===== config.mk =====
export PLATFORM = sky130hd
export DESIGN_NAME = mips_core
export DESIGN_NICKNAME = d
export VERILOG_FILES = /design/src/verilog/mips_pkg.sv /design/src/verilog/fetch_stage.sv /design/src/verilog/decode_stage.sv /design/src/verilog/execute_stage.sv /design/src/verilog/mem_wb_stage.sv /design/src/verilog/mips_core.sv
export SDC_FILE = /design/constraint.sdc
export NUM_CORES = 2
export LEC_CHECK = 0
export ABC_AREA = 0
export BUFFER_PORTS_ARGS = -buffer_cell sky130_fd_sc_hd__buf_2
export CORE_MARGIN = 2
export CORE_UTILIZATION = 45
export DETAILED_ROUTE_END_ITERATION = 16
export SLEW_MARGIN = 40
export SYNTH_ARGS = -nofsm -noshare
export SYNTH_HDL_FRONTEND = slang
export SYNTH_HIERARCHICAL = 1
export SYNTH_SLANG_ARGS = --single-unit

===== constraint.sdc =====
create_clock -name clk -period 5.8 [get_ports clk]
set_input_delay 1.16 -clock clk [delete_from_list [all_inputs] [get_ports clk]]
set_output_delay 1.16 -clock clk [all_outputs]
set_load 0.005 [all_outputs]

===== src/verilog/mips_pkg.sv =====
`default_nettype none

package mips_pkg;

	localparam int XLEN = 32;
	localparam int REG_AW = 5;

	// major opcode field, inst[31:26]
	typedef enum logic [5:0] {
		op_special = 6'h00,
		op_beq     = 6'h04,
		op_bne     = 6'h05,
		op_addiu   = 6'h09,
		op_slti    = 6'h0a,
		op_andi    = 6'h0c,
		op_ori     = 6'h0d,
		op_xori    = 6'h0e,
		op_lui     = 6'h0f,
		op_lw      = 6'h23,
		op_sw      = 6'h2b
	} opcode_e;

	// function field of special, inst[5:0]
	typedef enum logic [5:0] {
		fn_sll  = 6'h00,
		fn_srl  = 6'h02,
		fn_addu = 6'h21,
		fn_subu = 6'h23,
		fn_and  = 6'h24,
		fn_or   = 6'h25,
		fn_xor  = 6'h26,
		fn_nor  = 6'h27,
		fn_slt  = 6'h2a,
		fn_sltu = 6'h2b
	} funct_e;

	typedef enum logic [3:0] {
		alu_add,
		alu_sub,
		alu_and,
		alu_or,
		alu_xor,
		alu_nor,
		alu_slt,
		alu_sltu,
		alu_sll,
		alu_srl,
		alu_lui
	} alu_op_e;

	typedef struct packed {
		logic [XLEN-1:0] inst;
		logic [XLEN-1:0] pc;
	} if_id_t;

	typedef struct packed {
		logic              valid;
		alu_op_e           alu_op;
		logic              use_imm;
		logic              reg_we;
		logic              mem_rd;
		logic              mem_wr;
		logic [REG_AW-1:0] dest;
		logic [REG_AW-1:0] rs;
		logic [REG_AW-1:0] rt;
		logic [XLEN-1:0]   rs_val;
		logic [XLEN-1:0]   rt_val;
		logic [XLEN-1:0]   imm;
		logic [4:0]        shamt;
		logic [XLEN-1:0]   pc;
	} id_ex_t;

	typedef struct packed {
		logic              valid;
		logic              reg_we;
		logic              mem_rd;
		logic              mem_wr;
		logic [REG_AW-1:0] dest;
		logic [XLEN-1:0]   result;
		logic [XLEN-1:0]   store_data;
		logic [XLEN-1:0]   pc;
	} ex_mem_t;

	typedef struct packed {
		logic              valid;
		logic              reg_we;
		logic              mem_rd;
		logic [REG_AW-1:0] dest;
		logic [XLEN-1:0]   result;
		logic [XLEN-1:0]   load_data;
		logic [XLEN-1:0]   pc;
	} mem_wb_t;

	typedef struct packed {
		logic              we;
		logic [REG_AW-1:0] idx;
		logic [XLEN-1:0]   data;
	} rf_wr_t;

	typedef struct packed {
		logic            en;
		logic            we;
		logic [XLEN-1:0] addr;
		logic [XLEN-1:0] wdata;
	} dmem_req_t;

	// writeback debug port
	typedef struct packed {
		logic              wen;
		logic [XLEN-1:0]   pc;
		logic [REG_AW-1:0] wnum;
		logic [XLEN-1:0]   wdata;
	} retire_t;

endpackage

`default_nettype wire


===== src/verilog/fetch_stage.sv =====
`default_nettype none

module fetch_stage #(
	parameter logic [mips_pkg::XLEN-1:0] RESET_PC = '0
) (
	input  wire                        clk,
	input  wire                        reset_i,
	input  wire                        stall_i,
	input  wire                        redirect_i,
	input  wire  [mips_pkg::XLEN-1:0]  target_i,
	input  wire  [mips_pkg::XLEN-1:0]  inst_data_i,
	output logic [mips_pkg::XLEN-1:0]  inst_addr_o,
	output mips_pkg::if_id_t           if_id_o
);

	logic [mips_pkg::XLEN-1:0] pc_q;
	mips_pkg::if_id_t          if_id_q;

	// stall wins over a redirect, the branch is still waiting in decode
	always_ff @(posedge clk)
	begin
		if (reset_i)
			pc_q <= RESET_PC;
		else if (!stall_i)
			pc_q <= redirect_i ? target_i : pc_q + 32'd4;
	end

	// no squash on redirect, this slot holds the delay-slot instruction
	always_ff @(posedge clk)
	begin
		if (reset_i)
			if_id_q <= '0;
		else if (!stall_i)
		begin
			if_id_q.inst <= inst_data_i;
			if_id_q.pc <= pc_q;
		end
	end

	assign inst_addr_o = pc_q;
	assign if_id_o = if_id_q;

endmodule

`default_nettype wire


===== src/verilog/decode_stage.sv =====
`default_nettype none

module decode_stage (
	input  wire                        clk,
	input  wire                        reset_i,
	input  mips_pkg::if_id_t           if_id_i,
	input  mips_pkg::ex_mem_t          ex_mem_i,
	input  mips_pkg::rf_wr_t           rf_wr_i,
	output logic                       stall_o,
	output logic                       redirect_o,
	output logic [mips_pkg::XLEN-1:0]  target_o,
	output mips_pkg::id_ex_t           id_ex_o
);

	logic [mips_pkg::XLEN-1:0]   rf [32];
	logic [mips_pkg::REG_AW-1:0] rs_idx;
	logic [mips_pkg::REG_AW-1:0] rt_idx;
	logic [mips_pkg::REG_AW-1:0] rd_idx;
	logic [mips_pkg::XLEN-1:0]   rs_val;
	logic [mips_pkg::XLEN-1:0]   rt_val;
	mips_pkg::opcode_e           opcode;
	mips_pkg::funct_e            funct;
	logic                        zero_ext;
	logic                        is_branch;
	logic                        load_use;
	logic                        ex_hit;
	logic                        mem_hit;
	mips_pkg::id_ex_t            id_ex_d;
	mips_pkg::id_ex_t            id_ex_q;

	assign opcode = mips_pkg::opcode_e'(if_id_i.inst[31:26]);
	assign funct = mips_pkg::funct_e'(if_id_i.inst[5:0]);
	assign rs_idx = if_id_i.inst[25:21];
	assign rt_idx = if_id_i.inst[20:16];
	assign rd_idx = if_id_i.inst[15:11];
	assign zero_ext = (opcode == mips_pkg::op_andi) || (opcode == mips_pkg::op_ori) ||
		(opcode == mips_pkg::op_xori);

	// register file, r0 reads zero and writeback is visible in the same cycle
	function automatic logic [mips_pkg::XLEN-1:0] rf_read(
		input logic [mips_pkg::REG_AW-1:0] idx
	);
		if (idx == '0)
			return '0;
		else if (rf_wr_i.we && rf_wr_i.idx == idx)
			return rf_wr_i.data;
		else
			return rf[idx];
	endfunction

	always_comb
	begin
		rs_val = rf_read(rs_idx);
		rt_val = rf_read(rt_idx);
	end

	always_ff @(posedge clk)
	begin
		if (rf_wr_i.we && rf_wr_i.idx != '0)
			rf[rf_wr_i.idx] <= rf_wr_i.data;
	end

	// defaults describe an immediate-form alu op writing rt
	always_comb
	begin
		id_ex_d = '0;
		id_ex_d.valid = 1'b1;
		id_ex_d.rs = rs_idx;
		id_ex_d.rt = rt_idx;
		id_ex_d.rs_val = rs_val;
		id_ex_d.rt_val = rt_val;
		id_ex_d.imm = zero_ext ? {16'h0, if_id_i.inst[15:0]} :
			{{16{if_id_i.inst[15]}}, if_id_i.inst[15:0]};
		id_ex_d.shamt = if_id_i.inst[10:6];
		id_ex_d.pc = if_id_i.pc;
		id_ex_d.dest = rt_idx;
		id_ex_d.use_imm = 1'b1;
		id_ex_d.reg_we = 1'b1;
		id_ex_d.alu_op = mips_pkg::alu_add;
		is_branch = 1'b0;
		case (opcode)
			mips_pkg::op_special:
			begin
				id_ex_d.dest = rd_idx;
				id_ex_d.use_imm = 1'b0;
				case (funct)
					mips_pkg::fn_sll: id_ex_d.alu_op = mips_pkg::alu_sll;
					mips_pkg::fn_srl: id_ex_d.alu_op = mips_pkg::alu_srl;
					mips_pkg::fn_addu: id_ex_d.alu_op = mips_pkg::alu_add;
					mips_pkg::fn_subu: id_ex_d.alu_op = mips_pkg::alu_sub;
					mips_pkg::fn_and: id_ex_d.alu_op = mips_pkg::alu_and;
					mips_pkg::fn_or: id_ex_d.alu_op = mips_pkg::alu_or;
					mips_pkg::fn_xor: id_ex_d.alu_op = mips_pkg::alu_xor;
					mips_pkg::fn_nor: id_ex_d.alu_op = mips_pkg::alu_nor;
					mips_pkg::fn_slt: id_ex_d.alu_op = mips_pkg::alu_slt;
					mips_pkg::fn_sltu: id_ex_d.alu_op = mips_pkg::alu_sltu;
					default: id_ex_d.reg_we = 1'b0;
				endcase
			end
			mips_pkg::op_addiu: id_ex_d.alu_op = mips_pkg::alu_add;
			mips_pkg::op_slti: id_ex_d.alu_op = mips_pkg::alu_slt;
			mips_pkg::op_andi: id_ex_d.alu_op = mips_pkg::alu_and;
			mips_pkg::op_ori: id_ex_d.alu_op = mips_pkg::alu_or;
			mips_pkg::op_xori: id_ex_d.alu_op = mips_pkg::alu_xor;
			mips_pkg::op_lui: id_ex_d.alu_op = mips_pkg::alu_lui;
			mips_pkg::op_lw: id_ex_d.mem_rd = 1'b1;
			mips_pkg::op_sw:
			begin
				id_ex_d.mem_wr = 1'b1;
				id_ex_d.reg_we = 1'b0;
			end
			mips_pkg::op_beq, mips_pkg::op_bne:
			begin
				is_branch = 1'b1;
				id_ex_d.reg_we = 1'b0;
			end
			default: id_ex_d.reg_we = 1'b0;
		endcase
	end

	// branch resolves here, bne inverts the equality
	assign redirect_o = is_branch & ((rs_val == rt_val) ^ (opcode == mips_pkg::op_bne));
	assign target_o = if_id_i.pc + 32'd4 + {{14{if_id_i.inst[15]}}, if_id_i.inst[15:0], 2'b00};

	// hazards against execute (own register) and memory
	assign load_use = id_ex_q.valid && id_ex_q.mem_rd && id_ex_q.dest != '0 &&
		(id_ex_q.dest == rs_idx || id_ex_q.dest == rt_idx);
	assign ex_hit = id_ex_q.valid && id_ex_q.reg_we && id_ex_q.dest != '0 &&
		(id_ex_q.dest == rs_idx || id_ex_q.dest == rt_idx);
	assign mem_hit = ex_mem_i.valid && ex_mem_i.reg_we && ex_mem_i.dest != '0 &&
		(ex_mem_i.dest == rs_idx || ex_mem_i.dest == rt_idx);
	assign stall_o = load_use || (is_branch && (ex_hit || mem_hit));

	// bubble into execute on a stall
	always_ff @(posedge clk)
	begin
		if (reset_i || stall_o)
			id_ex_q <= '0;
		else
			id_ex_q <= id_ex_d;
	end

	assign id_ex_o = id_ex_q;

endmodule

`default_nettype wire


===== src/verilog/execute_stage.sv =====
`default_nettype none

module execute_stage (
	input  wire                 clk,
	input  wire                 reset_i,
	input  mips_pkg::id_ex_t    id_ex_i,
	input  mips_pkg::rf_wr_t    rf_wr_i,
	output mips_pkg::ex_mem_t   ex_mem_o
);

	logic [mips_pkg::XLEN-1:0] rs_fwd;
	logic [mips_pkg::XLEN-1:0] rt_fwd;
	logic [mips_pkg::XLEN-1:0] op_b;
	logic [mips_pkg::XLEN-1:0] alu_res;
	mips_pkg::ex_mem_t         ex_mem_q;

	// memory-stage alu result first, then writeback, then the decode value
	// loads in memory are skipped, the load-use stall covers them
	function automatic logic [mips_pkg::XLEN-1:0] fwd_sel(
		input logic [mips_pkg::REG_AW-1:0] idx,
		input logic [mips_pkg::XLEN-1:0]   dec_val
	);
		if (ex_mem_q.valid && ex_mem_q.reg_we && !ex_mem_q.mem_rd &&
			ex_mem_q.dest != '0 && ex_mem_q.dest == idx)
			return ex_mem_q.result;
		else if (rf_wr_i.we && rf_wr_i.idx != '0 && rf_wr_i.idx == idx)
			return rf_wr_i.data;
		else
			return dec_val;
	endfunction

	always_comb
	begin
		rs_fwd = fwd_sel(id_ex_i.rs, id_ex_i.rs_val);
		rt_fwd = fwd_sel(id_ex_i.rt, id_ex_i.rt_val);
	end

	assign op_b = id_ex_i.use_imm ? id_ex_i.imm : rt_fwd;

	// shifts take rt through op_b, lw/sw address is rs plus imm via add
	always_comb
	begin
		case (id_ex_i.alu_op)
			mips_pkg::alu_add: alu_res = rs_fwd + op_b;
			mips_pkg::alu_sub: alu_res = rs_fwd - op_b;
			mips_pkg::alu_and: alu_res = rs_fwd & op_b;
			mips_pkg::alu_or: alu_res = rs_fwd | op_b;
			mips_pkg::alu_xor: alu_res = rs_fwd ^ op_b;
			mips_pkg::alu_nor: alu_res = ~(rs_fwd | op_b);
			mips_pkg::alu_slt: alu_res = {31'b0, $signed(rs_fwd) < $signed(op_b)};
			mips_pkg::alu_sltu: alu_res = {31'b0, rs_fwd < op_b};
			mips_pkg::alu_sll: alu_res = op_b << id_ex_i.shamt;
			mips_pkg::alu_srl: alu_res = op_b >> id_ex_i.shamt;
			mips_pkg::alu_lui: alu_res = {op_b[15:0], 16'h0};
			default: alu_res = '0;
		endcase
	end

	always_ff @(posedge clk)
	begin
		if (reset_i)
			ex_mem_q <= '0;
		else
		begin
			ex_mem_q.valid <= id_ex_i.valid;
			ex_mem_q.reg_we <= id_ex_i.valid & id_ex_i.reg_we;
			ex_mem_q.mem_rd <= id_ex_i.valid & id_ex_i.mem_rd;
			ex_mem_q.mem_wr <= id_ex_i.valid & id_ex_i.mem_wr;
			ex_mem_q.dest <= id_ex_i.dest;
			ex_mem_q.result <= alu_res;
			ex_mem_q.store_data <= rt_fwd;
			ex_mem_q.pc <= id_ex_i.pc;
		end
	end

	assign ex_mem_o = ex_mem_q;

endmodule

`default_nettype wire


===== src/verilog/mem_wb_stage.sv =====
`default_nettype none

module mem_wb_stage (
	input  wire                        clk,
	input  wire                        reset_i,
	input  mips_pkg::ex_mem_t          ex_mem_i,
	input  wire  [mips_pkg::XLEN-1:0]  dmem_rdata_i,
	output mips_pkg::dmem_req_t        dmem_req_o,
	output mips_pkg::rf_wr_t           rf_wr_o,
	output mips_pkg::retire_t          retire_o
);

	mips_pkg::mem_wb_t         mem_wb_q;
	logic [mips_pkg::XLEN-1:0] wb_data;

	// memory answers in the same cycle
	always_comb
	begin
		dmem_req_o.en = ex_mem_i.valid & (ex_mem_i.mem_rd | ex_mem_i.mem_wr);
		dmem_req_o.we = ex_mem_i.valid & ex_mem_i.mem_wr;
		dmem_req_o.addr = ex_mem_i.result;
		dmem_req_o.wdata = ex_mem_i.store_data;
	end

	always_ff @(posedge clk)
	begin
		if (reset_i)
			mem_wb_q <= '0;
		else
		begin
			mem_wb_q.valid <= ex_mem_i.valid;
			mem_wb_q.reg_we <= ex_mem_i.reg_we;
			mem_wb_q.mem_rd <= ex_mem_i.mem_rd;
			mem_wb_q.dest <= ex_mem_i.dest;
			mem_wb_q.result <= ex_mem_i.result;
			mem_wb_q.load_data <= dmem_rdata_i;
			mem_wb_q.pc <= ex_mem_i.pc;
		end
	end

	assign wb_data = mem_wb_q.mem_rd ? mem_wb_q.load_data : mem_wb_q.result;

	always_comb
	begin
		rf_wr_o.we = mem_wb_q.valid & mem_wb_q.reg_we;
		rf_wr_o.idx = mem_wb_q.dest;
		rf_wr_o.data = wb_data;
		// r0 writes never show up on the debug port
		retire_o.wen = mem_wb_q.valid & mem_wb_q.reg_we & (mem_wb_q.dest != '0);
		retire_o.pc = mem_wb_q.pc;
		retire_o.wnum = mem_wb_q.dest;
		retire_o.wdata = wb_data;
	end

endmodule

`default_nettype wire


===== src/verilog/mips_core.sv =====
`default_nettype none

module mips_core #(
	parameter logic [mips_pkg::XLEN-1:0] RESET_PC = '0
) (
	input  wire                         clk,
	input  wire                         reset_i,
	output logic [mips_pkg::XLEN-1:0]   inst_addr_o,
	input  wire  [mips_pkg::XLEN-1:0]   inst_data_i,
	output mips_pkg::dmem_req_t         dmem_req_o,
	input  wire  [mips_pkg::XLEN-1:0]   dmem_rdata_i,
	output mips_pkg::retire_t           retire_o
);

	mips_pkg::if_id_t           if_id;
	mips_pkg::id_ex_t           id_ex;
	mips_pkg::ex_mem_t          ex_mem;
	mips_pkg::rf_wr_t           rf_wr;
	logic                       stall;
	logic                       redirect;
	logic [mips_pkg::XLEN-1:0]  target;

	// input side
	fetch_stage #(
		.RESET_PC(RESET_PC)
	) u_fetch (
		.clk        (clk),
		.reset_i    (reset_i),
		.stall_i    (stall),
		.redirect_i (redirect),
		.target_i   (target),
		.inst_data_i(inst_data_i),
		.inst_addr_o(inst_addr_o),
		.if_id_o    (if_id)
	);

	// processing
	decode_stage u_decode (
		.clk       (clk),
		.reset_i   (reset_i),
		.if_id_i   (if_id),
		.ex_mem_i  (ex_mem),
		.rf_wr_i   (rf_wr),
		.stall_o   (stall),
		.redirect_o(redirect),
		.target_o  (target),
		.id_ex_o   (id_ex)
	);

	execute_stage u_execute (
		.clk     (clk),
		.reset_i (reset_i),
		.id_ex_i (id_ex),
		.rf_wr_i (rf_wr),
		.ex_mem_o(ex_mem)
	);

	// output side
	mem_wb_stage u_mem_wb (
		.clk         (clk),
		.reset_i     (reset_i),
		.ex_mem_i    (ex_mem),
		.dmem_rdata_i(dmem_rdata_i),
		.dmem_req_o  (dmem_req_o),
		.rf_wr_o     (rf_wr),
		.retire_o    (retire_o)
	);

endmodule

`default_nettype wire


== Word level (Yosys, flattened, before mapping) ==
Memory sizes are Yosys's and may differ from the RTL's. A register that Yosys moved wholly into a read port is not among the register bits.
Index checks and enable logic that the tools add are counted.

* Magnitude comparators: 2
* Equal/unequal tests: 40
* Shift-type cells: 2
* Muxes and demuxes: 29
* Reductions and logical operators: 39
* Add/subtract/negate cells: 5
* Multiply operators: 0
* Bitwise gates (word level): 14
* Div/mod/pow operators: 0

{| class="wikitable"
|+ Operators by type and width
! kind !! count
|-
| 2-to-1 mux 32 bit || 12
|-
| one-hot mux 32 bit (11 select lines) || 1
|-
| 2-to-1 mux 157 bit || 1
|-
| adder 32 x 3 -> 32 bit, second input constant || 2
|-
| adder 32 bit || 2
|-
| < comparator 32 bit || 2
|-
| equality test 6 bit, second input constant || 10
|-
| equality test 5 bit || 10
|-
| equality test 6 x 4 -> 1 bit, second input constant || 6
|-
| one-hot mux 4 bit (9 select lines) || 1
|-
| bitwise AND 32 bit || 1
|-
| equality test 32 bit || 1
|-
| NOT 32 bit || 1
|-
| bitwise OR 32 bit || 1
|-
| << shifter 32 x 5 -> 32 bit || 1
|-
| >> shifter 32 x 5 -> 32 bit || 1
|-
| subtractor 32 bit || 1
|-
| XOR 32 bit || 1
|-
| 2-to-1 mux 5 bit || 5
|-
| one-hot mux 4 bit (6 select lines) || 1
|-
| logical AND 1 bit || 19
|-
| equality test 4 x 3 -> 1 bit, second input constant || 4
|-
| nonzero test 5 bit || 3
|-
| equality test 4 bit, second input constant || 3
|-
| 17 further kinds || 41
|}

* Output and inout port bits: 168
* Memories: 1
* Word-level logic and storage cells: 165
* Bits in writable memories: 1,024
* Input port bits: 66
* Latch bits: 0
* Register bits: 447
* Memory bits (read-only): 0

{| class="wikitable"
|+ Memories
! memory !! depth !! width !! read ports !! clocked after memory_dff !! wr ports !! RTL line !! RTL
|-
| u_decode.rf || 32 || 32 || 2 || 2 || 1 || decode_stage.sv:15 || <nowiki>logic [mips_pkg::XLEN-1:0] rf [32];</nowiki>
|}

== Depth between registers and ports, before layout ==
* Depth in word-level cells: 9
* Gate-level depth with buffers: 23
* Mapped depth without buffers: 19

== Cells and area by module ==
Netlist, hierarchy kept.

{| class="wikitable"
|+ By module, submodules not included
! module !! area an instance (µm²) !! sequential area each (µm²) !! instances !! cells each
|-
| decode_stage || 54,745.0 || 33,492.1 || 1 || 3,147
|-
| execute_stage || 14,022.2 || 2,102.0 || 1 || 1,902
|-
| mem_wb_stage || 4,241.6 || 2,082.0 || 1 || 398
|-
| fetch_stage || 4,239.1 || 1,921.8 || 1 || 476
|}

== Worst setup path after synthesis ==
Ideal clock, no wire load.

* Kind: register -> register
* From: register u_mem_wb.mem_wb_q (netlist bit u_mem_wb/retire_o[36])
* To: register u_execute.ex_mem_q (netlist bit u_execute/ex_mem_o[93])
* Arrival: 4.902 ns
* Path slack: 0.759 ns
* Data required time: 5.660 ns
* Buffers on the path: 4
* Stages on the path, launching flop included: 21
* Library setup time: 0.140 ns
* Clock period less this slack: 5.041 ns
* Cell sequence: dfxtp_1 buf_4 xor2_1 or4b_1 buf_2 buf_6 o21ai_1 a311oi_2 a21oi_1 ha_1 clkbuf_1 a21oi_1 o221ai_1 a211o_1 or3_1 o31ai_1 o31ai_1 a31oi_1 nor4_1 a2111oi_0 a41oi_1

* Longest elaborated chain between the ends: 9
* Elaborated cells between the ends (all ways): 20
* Those cells by class: 2 x add/sub; 2 x eq/ne; 2 x shift; 6 x mux; 4 x bitwise; 4 x reduce/logical

{| class="wikitable"
|+ Ends and longest elaborated chain
! what !! RTL line !! RTL
|-
| start, declared || mem_wb_stage.sv:13 || <nowiki>mips_pkg::mem_wb_t mem_wb_q;</nowiki>
|-
| branches (longest 8 deep; another with subtractor 32 bit) || n/a ||
|-
| one-hot mux 32 bit (11 select lines) * || execute_stage.sv:43 || <nowiki>case (id_ex_i.alu_op)</nowiki>
|-
| end, declared || execute_stage.sv:15 || <nowiki>mips_pkg::ex_mem_t ex_mem_q;</nowiki>
|}

Every way passes the cells marked *.
A chain may end at the register's enable or synchronous reset.

== Worst setup path in the final report ==
* From: register u_fetch.if_id_q (netlist bit u_fetch/if_id_o[54])
* To: register u_fetch.pc_q (netlist bit u_fetch/inst_addr_o[12])

* Longest elaborated chain between the ends: 8
* Elaborated cells between the ends (all ways): 19
* Those cells by class: 4 x eq/ne; 3 x mux; 2 x bitwise; 10 x reduce/logical

{| class="wikitable"
|+ Ends and longest elaborated chain
! what !! RTL line !! RTL
|-
| start, declared || fetch_stage.sv:17 || <nowiki>mips_pkg::if_id_t if_id_q;</nowiki>
|-
| equality test 5 bit || decode_stage.sv:45 || <nowiki>else if (rf_wr_i.we && rf_wr_i.idx == idx)</nowiki>
|-
| logical AND 1 bit || decode_stage.sv:45 ||
|-
| 2-to-1 mux 32 bit || decode_stage.sv:45 ||
|-
| 2-to-1 mux 32 bit * || decode_stage.sv:43 || <nowiki>if (idx == '0)</nowiki>
|-
| equality test 32 bit * || decode_stage.sv:122 || <nowiki>assign redirect_o = is_branch & ((rs_val == rt_val) ^ (opcode == mips_pkg::op_bne));</nowiki>
|-
| XOR 1 bit * || decode_stage.sv:122 ||
|-
| bitwise AND 1 bit * || decode_stage.sv:122 ||
|-
| via redirect || mips_core.sv:20 || <nowiki>logic redirect;</nowiki>
|-
| 2-to-1 mux 32 bit * || fetch_stage.sv:25 || <nowiki>pc_q <= redirect_i ? target_i : pc_q + 32'd4;</nowiki>
|-
| end signal, assigned || fetch_stage.sv:25 ||
|-
| end, declared || fetch_stage.sv:16 || <nowiki>logic [mips_pkg::XLEN-1:0] pc_q;</nowiki>
|}

The timed path passes the listed nets; every way through them passes the cells marked *.

==> metrics <==
Rows ~150; GPL Wtd Cong 1.04; Seq cells post-synth between 1,000 and 1,500; Final setup violation count 0; Num CTS Buffers about 160; power consumption roughly 26 mW; Synth Area per Inst around 13 um2; dpl ws 0.369 ns; status complete, no violations; Finished Core Util 51.7%; type of origin of the critical path flop; Wirelength per Cell around 35 um; post-synth design cell area just under 80,000 um2; Final Critical Period between 5 and 6 ns; Reg2Reg Depth 19; Fillers between 10,000 and 15,000; I/O Buffers 233; die area roughly 170,000 um2; first-pass GRT wire length 428 mm; top area cells in the synthesized netlist edfxtp_1, mux4_2, dfxtp_1; Hold-fix buffers, CTS 0; Post-synth EDFFs 1,024; CTS Buffer Depth 3; Req. time, crit path 6.51 ns; Least-Margin Pin Slew approximately 1 ns; Pre-antenna DRT Iters 8; post-route antenna net violation count 0; routed vias roughly 58,000; Core Box Area roughly 170,000 um2; Max Slew Vio Count 0; placed cell area 82,900 um2; Area growth syn-to-layout 14.6%; # placed instances approximately 8,300; skew final ~0.060 ns; Worst Path Max Fanout 34; initial antenna violation count 12; Max-cap violations 0; fin area between 80,000 and 90,000 um2; pin count of the biggest net entering global routing 117; Die H 418 um; Min Hold Slack 0.428 ns; post-synthesis sequential area ratio about 51%; Nets approximately 6,500; CP arrival between 6 and 7 ns; Commonest cells post-synth edfxtp_1, mux4_2, dfxtp_1; Clock Pin Slew Worst Setup and Hold Paths about 0.06 ns; Max Clock Freq 180 MHz; RSZ-0062 raised after global routing false; Post-Route WL 307 mm; part of the cycle the worst path needs between 90% and 100%; Max IR drop VDD around 0.00033 V; clock sink count roughly 1,500; Pwr Density 295 nW/um2; setup ws final 0.248 ns; synthesized instance count between 5,000 and 6,000; Synth Warn # 6; drt initial violations 7,744; GRT overflow 0; Crit Path Category flop to flop; area leader, netlist edfxtp_1; Clock Latency Late Sink ~0.83 ns; H-tree depth 4; DR DRC count 0; setup TNS 0 ns; Vias/cell ~6.7; vias in the first global route 55,700; CTS tree yes; Root Buffer clkbuf_16; die width between 400 and 500 um; Hold Path Class flop to flop; Synth Flop Type edfxtp_1; top cell type's share of synthesized area ~40%; static leakage ~31 nW; WHS Path Cells 1; CP Capture Type flop; Hold Vio Cnt, Final 0; starting density of the core 45.1%; Top Ports between 200 and 250; ys async rst share 0%; share of cells above drive strength 1 27.0%; most common cell in the synthesized netlist edfxtp_1; Netlist cell types ~120; fin cells 8,654; Post-DP HPWL 217 mm; Tot GR Track Use 34.6%; slew margin rel. between 30% and 40%
cell usage in the layout, fill, tap and decap left out, types with 79 or more instances in the layout:
cell / netlist / layout
mux2i_1: 300 / 298
nor3_1: 105 / 98
edfxtp_1: 1024 / 1024
ha_1: 154 / 154
and2_1: 83 / 83
buf_4: 208 / 451
nor2b_1: 208 / 205
inv_1: 129 / 128
nand3_1: 106 / 106
dfxtp_1: 442 / 427
nor2_1: 376 / 340
xnor2_1: 79 / 79
mux4_2: 524 / 524
clkbuf_16: 0 / 164
nand2_1: 300 / 298
a21oi_1: 235 / 234
buf_2: 74 / 233
o21ai_0: 176 / 172
sequential cells by signal, indices dropped and copies added (netlist names):
name                 count
u_fetch/inst_addr_o     32
u_decode/rf           1024
u_mem_wb/retire_o       37
u_decode/id_ex_o       137
u_fetch/if_id_o         64
u_execute/ex_mem_o     105
u_mem_wb/mem_wb_q       67
power breakdown:
part	switching, mW	total, mW	internal [mW]
Sequential	0.235	11.6	11.4
Combinational	2.41	3.82	1.41
Clock	4.48	10.7	6.21
Total	7.12	26.1	19.0
critical path: stages, from the launching register on:
cell,delay (ns)
dfxtp_4,0.65
buf_12,0.31
buf_4,0.36
mux4_2,0.35
a22o_1,0.23
a221oi_1,0.50
a22oi_1,0.29
o211ai_1,0.22
o21ai_0,0.13
a2111oi_0,0.45
nand4b_1,0.16
nor4_2,0.31
buf_4,0.22
mux2i_4,0.29
clkinv_1,0.18
buf_4,0.20
buf_4,0.14
nor2_1,0.09
o21ai_0,0.10
o2111a_1,0.17
routing by layer:
metal	share of wire (%)	up-vias	track usage, %	wire, um
met2	45	3786	53.6	139000
met4	7.2	8	21.0	22000
li1	-	23700	-	-
met5	0.082	-	0	251
met1	37	29200	44.1	114000
met3	10	911	8.27	31900
worst paths after layout:
kind	to	slack [ns]	from
max	u_fetch/inst_addr_o[12]	0.25	u_fetch/if_id_o[54]
min	u_mem_wb/retire_o[54]	0.43	u_execute/ex_mem_o[17]
max reg2reg	u_fetch/inst_addr_o[12]	0.25	u_fetch/if_id_o[54]
min reg2reg	u_mem_wb/retire_o[54]	0.43	u_execute/ex_mem_o[17]
area by class of cell:
cell class                 instances  area [um2]  share of cell area, %
timing repair buffer             743        5740                   6.49
sequential                      1466       39600                   44.8
inverter                         142         538                  0.608
multi-input combinational       3766       34300                   38.7
clock inverter                    96        1140                   1.29
antenna                            4        10.0                 0.0113
tap                             2233        2790                   3.16
clock buffer                     204        4350                   4.91
cells by family (layout without fill, tap and decap cells):
group	count (synthesis)	in the layout	synth area share, %
AO/OA/AOI/OAI	1173	1173	10.6
XOR/XNOR	123	123	1.39
adder cells (fa/ha/maj)	157	157	2.57
buffers and inverters	722	1185	5.06
flip-flops	1466	1466	51.3
multiplexers	892	892	20.2
other	1	36	0.00485
AND/OR/NAND/NOR	1389	1389	8.93
repair_timing:
action	CTS	global route
setup buffers	0	7
gates resized for setup	0	2
endpoints found under the setup margin	0	4
No activity file was read; power rests on OpenSTA's default activity.
